`config.mk`:
```
export PLATFORM = sky130hd
export DESIGN_NAME = doneaddr_broadcast
export DESIGN_NICKNAME = d
export VERILOG_FILES = /design/src/logic/ack_msg_pkg.sv /design/src/logic/doneaddr_broadcast.sv
export VERILOG_INCLUDE_DIRS = /design/src /design/src/logic
export SDC_FILE = /design/constraint.sdc
export NUM_CORES = 1
export LEC_CHECK = 0
export ABC_AREA = 1
export ABC_CLOCK_PERIOD_IN_PS = 3800
export BUFFER_PORTS_ARGS = -buffer_cell sky130_fd_sc_hd__buf_2
export CORE_AREA = 2 2 41 43
export CTS_CLUSTER_SIZE = 12
export DETAILED_ROUTE_END_ITERATION = 16
export DIE_AREA = 0 0 43 45
export GPL_ROUTABILITY_DRIVEN = 0
export PLACE_DENSITY = 0.82
export SYNTH_ARGS = -nofsm -noshare
export SYNTH_HDL_FRONTEND = slang
export SYNTH_SLANG_ARGS = --single-unit
```
`constraint.sdc`:
```
create_clock -name clk -period 3.8 [get_ports clk]
set_clock_uncertainty 0.2 [all_clocks]
set_input_delay 0 -clock clk [delete_from_list [all_inputs] [get_ports clk]]
set_output_delay 0 -clock clk [all_outputs]
set_load 0.005 [all_outputs]
```
`src/logic/ack_macros.svh`:
```
`ifndef ACK_MACROS_SVH
`define ACK_MACROS_SVH

// raw ack and nack words as they arrive from ethclk
`define ACK_IN_W 48
// nack word once the constant bits are peeled off
`define NACK_W 44
`define DONE_ADDR_W 12

// the ack FIFO must hold every outstanding done address
`define ACK_FIFO_DEPTH 4096
`define NACK_FIFO_DEPTH 512

`define SYNC_STAGES 2
`define N_CONSUMERS 5

`endif

```
`src/logic/ack_msg_pkg.sv`:
```
`include "ack_macros.svh"

package ack_msg_pkg;

    // raw word from either the ack or the nack stream
    typedef logic [`ACK_IN_W-1:0] ack_word_t;

    // kept nack bits, flag bit on top of the low field
    typedef logic [`NACK_W-1:0] nack_word_t;

    // address handed back to the header and transmit streams
    typedef logic [`DONE_ADDR_W-1:0] done_addr_t;

    // ack word, bit 47 asks for an allow pulse
    localparam int ACK_ALLOW_BIT = 47;

    // ack word, done address starts here and runs DONE_ADDR_W bits up
    localparam int ACK_ADDR_LSB = 20;

    // nack word, the only bit kept from the top nibble
    localparam int NACK_FLAG_BIT = 46;

    // bits 45 to 43 of a nack are constant and dropped
    // bits 42 down to 0 are kept as they are

endpackage

```
`src/logic/doneaddr_broadcast.sv`:
```
`include "ack_macros.svh"

module doneaddr_broadcast
    import ack_msg_pkg::*;
(
    input  logic                    clk,
    input  logic                    arst_n,
    input  done_addr_t              in_addr,
    input  logic                    in_valid,
    output logic                    in_rd,
    output done_addr_t              out_addr,
    output logic [`N_CONSUMERS-1:0] out_valid,
    input  logic [`N_CONSUMERS-1:0] out_ready
);

    localparam int N = `N_CONSUMERS;

    done_addr_t   hold_addr;
    logic [N-1:0] pending;
    logic [N-1:0] taken;
    logic         idle;

    // consumers that transfer on this edge
    assign taken = out_valid & out_ready;

    // holding register is free once nothing is left to deliver
    assign idle = ~|pending;

    // pull the next address only once every consumer has the current one
    assign in_rd = in_valid && idle;

    always_ff @(posedge clk or negedge arst_n) begin
        if (!arst_n) begin
            pending <= '0;
        end else if (in_rd) begin
            // every consumer owes a transfer for the new word
            pending <= '1;
        end else begin
            pending <= pending & ~taken;
        end
    end

    // the word being broadcast
    always_ff @(posedge clk) begin
        if (in_rd) begin
            hold_addr <= in_addr;
        end
    end

    // a consumer that already took the word sees valid low until the next
    // one is loaded, so a slow consumer only holds back the following word
    assign out_valid = pending;

    // all consumers see the same word, so one data bus is enough
    assign out_addr = hold_addr;

endmodule

```
# Word-level counts from Yosys, hierarchy flattened
# Cells that the tools add are included.
# totals
register_bits	17
in_bits	20
# classes
n_mux	1
bitwise_logic	3
reduce_logical	3
# op_table
operator	count
5-bit AND	2
5-bit 2-to-1 mux	1
5-bit NOT	1
5-bit OR reduction	1
1-bit logical AND	1
1-bit zero test	1

# Longest topological paths before layout
# depth
depth_word	4
ltp_mapped	4
ltp_nobuf	4

# Worst setup path after synthesis
# OpenSTA, ideal clock, no wires.
# synth_timing
path_kind	register -> register
from	reg pending[1] (netlist: out_valid[1])
to	reg hold_addr[0] (netlist: out_addr[0]) (enable)
setup_time_ps	351
arrival_time_ps	942
required_time_ps	3249
path_slack_ps	2307
path_stages_with_launch	4
n_path_buf	0
synth_period_minus_slack_ps	1493
path_cell_list	dfrtp_1 > nor2_1 > nand3_2 > inv_1
# synth_via
elab_chain_cells	3
# synth_lines
item	line_no	rtl
from (decl)	doneaddr_broadcast.sv:19	logic [N-1:0] pending;
from (signal assigned)	doneaddr_broadcast.sv:39	pending <= pending & ~taken;
5-bit OR reduction	doneaddr_broadcast.sv:27	assign idle = ~|pending;
1-bit zero test	doneaddr_broadcast.sv:27	
1-bit logical AND	doneaddr_broadcast.sv:30	assign in_rd = in_valid && idle;
net in_rd	doneaddr_broadcast.sv:10	output logic in_rd,
to (signal assigned)	doneaddr_broadcast.sv:46	hold_addr <= in_addr;
to (decl)	doneaddr_broadcast.sv:18	done_addr_t hold_addr;
# The timed path passes the listed nets, and every way through them passes these cells.
# A chain may end at the register's enable or synchronous reset.

# Worst setup path after layout
# layout_timing
from	reg pending[3] (netlist: out_valid[3])
to	out in_rd
# layout_via
elab_chain_cells	3
# layout_lines
item	line_no
5-bit OR reduction	doneaddr_broadcast.sv:27
1-bit zero test	doneaddr_broadcast.sv:27
1-bit logical AND	doneaddr_broadcast.sv:30
to (decl)	doneaddr_broadcast.sv:10
# No other way between the ends.

==> results_dict.tcl <==
set metrics [dict create \
    final-setup-viol-count 0 \
    rr_endpoint "out_addr[8]" \
    mappedNetlistArea_um2 573 \
    ys_seq_area_share_pct 84.7 \
    regToRegSetupSlack_ns 2.19 \
    drv_slew 0 \
    timing.critical_path.buf_inv 2 \
    antenna_cells 0 \
    root_buffer "sky130_fd_sc_hd__clkbuf_4" \
    critPathKind "register to primary output" \
    fp.dieW_um 43 \
    layoutNonFillerInstCount 119 \
    max-slew-margin-rel_pct 70.6 \
    h_tree_lvls 1 \
    worst-path-stages 4 \
    highest_clock_rate_mhz 575 \
    yosysUniqueCellTypes 7 \
    fin_crit_sh_pct 45.8 \
    hpwl_um 957 \
    grt_antenna_before_repair 0 \
    grt_util_all_layers_pct 14.1 \
    die_height_um 45 \
    peakVddDrop_mv 0.311 \
    max_cap_viol_count 0 \
    grt_first_pass_wirelength_um 1980 \
    asyncSetResetFlopFracSynth_pct 29.4 \
    ios 38 \
    placed_cells_incl_taps 91 \
    critPathSlowestCell "sky130_fd_sc_hd__dfrtp_1" \
    number_of_synthesized_flops_with_an_enable_pin 12 \
    synth.ff_latch_count 17 \
    share_of_the_synthesized_area_in_the_top_cell_type_pct 62.9 \
    timing.critical_path.slowest_cell_delay_ns 0.39 \
    clk_path_buf_depth 2 \
    final.setup.tns_ns 0 \
    floorplan.core_area_mm2 0.00147 \
    crit_path_cell_trace "nor2_1 -> nand3_2 -> inv_1 -> buf_2" \
    avgRoutedWirePerCell_um 11.0 \
    largest_cells_by_area_after_synthesis "sky130_fd_sc_hd__edfxtp_1 (63%), sky130_fd_sc_hd__dfrtp_1 (22%), sky130_fd_sc_hd__nand2_1 (6.6%)" \
    drc 0 \
    port-buffer-count 37 \
    vias_per_cell 4.17 \
    timing.critical_path.fanout_max 13 \
    max_slew.worst_pin.slew_ns 0.440 \
    startpoint_type "register" \
    drt_iter0_markers 4 \
    p_per_cell_area_mw_per_mm2 539 \
    netlist.top_cell.by_area "sky130_fd_sc_hd__edfxtp_1" \
    clk_pin_slew_worst_paths_ns 0.09 \
    post_route_cells_drive_above_1_share_pct 40.8 \
    grt_overflow 0 \
    fin_hold_ws_ns 0.230 \
    critPathTopFamily "buffers and inverters" \
    drt-total-wl_um 1310 \
    floorplan.rows 14 \
    finalNetCount 124 \
    tritoncts_buffers 3 \
    leakage_component_of_the_power_nw 0.534 \
    postSynthCellCount 38 \
    area_growth_pct 82.3 \
    clkLatencyLatePin_ns 0.28 \
    dieArea_mm2 0.00194 \
    rsz_0062_raised_after_global_routing "false" \
    timing_endpoint_of_the_critical_path "in_rd" \
    timing.reg2reg.worst_path_depth 3 \
    grt_pass1_vias 489 \
    clock_tree_from_tritoncts "done" \
    firstDrtPassIters 3 \
    synth_area_per_cell_um2 15.1 \
    post_cts_setup_driven_buffer_insertion_count 0 \
    worstPathArrival_ns 1.54 \
    timing.final.crit_period_ns 1.74 \
    hp-class "input port to register" \
    setup.worst_path.end_class "primary output" \
    initial_core_utilization_pct 38.9 \
    cts_num_sinks 17 \
    yosys-top-cells-count "sky130_fd_sc_hd__edfxtp_1 (12), sky130_fd_sc_hd__nand2_1 (10), sky130_fd_sc_hd__inv_1 (7)" \
    power_mw 0.563 \
    timing.critical_path.from "out_valid[3]" \
    most_used_dff_post_synth "sky130_fd_sc_hd__edfxtp_1" \
    vias 496 \
    run_status "finished clean" \
    grt_max_degree 14 \
    route.antenna.remaining_nets 0 \
    critical_path_required_ns 3.60 \
    yosysWarningCount 0 \
    final-hold-violation-count 0 \
    synthesis.nets 58 \
    synth_most_common_cell "sky130_fd_sc_hd__edfxtp_1" \
    worst_r2r_startpoint "out_valid[3]" \
]
worst min-delay path by stage:
stage / from / to / depth (start not counted)
6_report: in_addr[0] / out_addr[0] / 2
5_1_grt: in_addr[9] / out_addr[9] / 2
4_1_cts: in_addr[9] / out_addr[9] / 2
3_5_place_dp: arst_n / out_valid[4] / 1
3_3_place_gp: arst_n / out_valid[4] / 1
2_1_floorplan: arst_n / out_valid[0] / 0
flip-flops by register name (all words and copies together), names as in the netlist:
signal / cells
out_addr: 12
out_valid: 5
area by class of cell:
| cell class | count | area [µm²] |
|---|---|---|
| repair buffers | 61 | 425 |
| clock buffers | 4 | 26.3 |
| multi-input cells | 14 | 61.3 |
| inverters | 7 | 26.3 |
| flip-flops and latches | 17 | 485 |
| well taps | 16 | 20.0 |
| fillers | 103 | 427 |
per-layer routing:
metal	track usage, %	vias up	part of all wire, %	wire (µm)
met5	0	-	0	0
met4	3.64	0	0.61	8
met3	3.20	2	10	137
met2	25.5	28	48	623
met1	17.3	214	41	542
li1	-	252	-	-
power breakdown:
part	total [mW]	internal [mW]	switching (mW)
clock	0.0887	0.0407	0.0481
sequential	0.283	0.260	0.0226
combinational	0.192	0.106	0.0859
per-stage QoR:
step / setup WS (ns) / instance area [µm²] / util (%)
final: 2.06 / 1040 / 71.0
after global routing: 1.94 / 1040 / 71.0
after CTS: 2.02 / 1040 / 71.0
after detailed placement: 2.16 / 778 / 52.9
after global placement: 2.28 / 778 / 52.9
after floorplan: 2.31 / 573 / -
worst reg2reg max path, cell delays in order, from the launching register on:
cell                      delay (ns)
sky130_fd_sc_hd__dfrtp_1        0.39
sky130_fd_sc_hd__nor2_1         0.15
sky130_fd_sc_hd__nand3_2        0.15
sky130_fd_sc_hd__inv_1          0.37
logic make-up after synthesis:
family | count (synthesis) | synth area share, %
buf+inv | 7 | 4.59
flops | 17 | 84.7
simple gates | 14 | 10.7
cell usage in the layout (no fill, tap or decap):
cell	count
sky130_fd_sc_hd__edfxtp_1	12
sky130_fd_sc_hd__dlygate4sd3_1	24
sky130_fd_sc_hd__nor2_2	1
sky130_fd_sc_hd__inv_1	7
sky130_fd_sc_hd__nand3_2	1
sky130_fd_sc_hd__nor2_1	2
sky130_fd_sc_hd__clkbuf_4	3
sky130_fd_sc_hd__dfrtp_1	5
sky130_fd_sc_hd__nand2_1	10
sky130_fd_sc_hd__buf_2	37
sky130_fd_sc_hd__clkbuf_1	1
timing repair:
action,in CTS,in global routing
endpoints found under the hold margin,22,0
hold buffers,24,0
resized for setup,0,0
No activity file was read; power rests on OpenSTA's default activity.
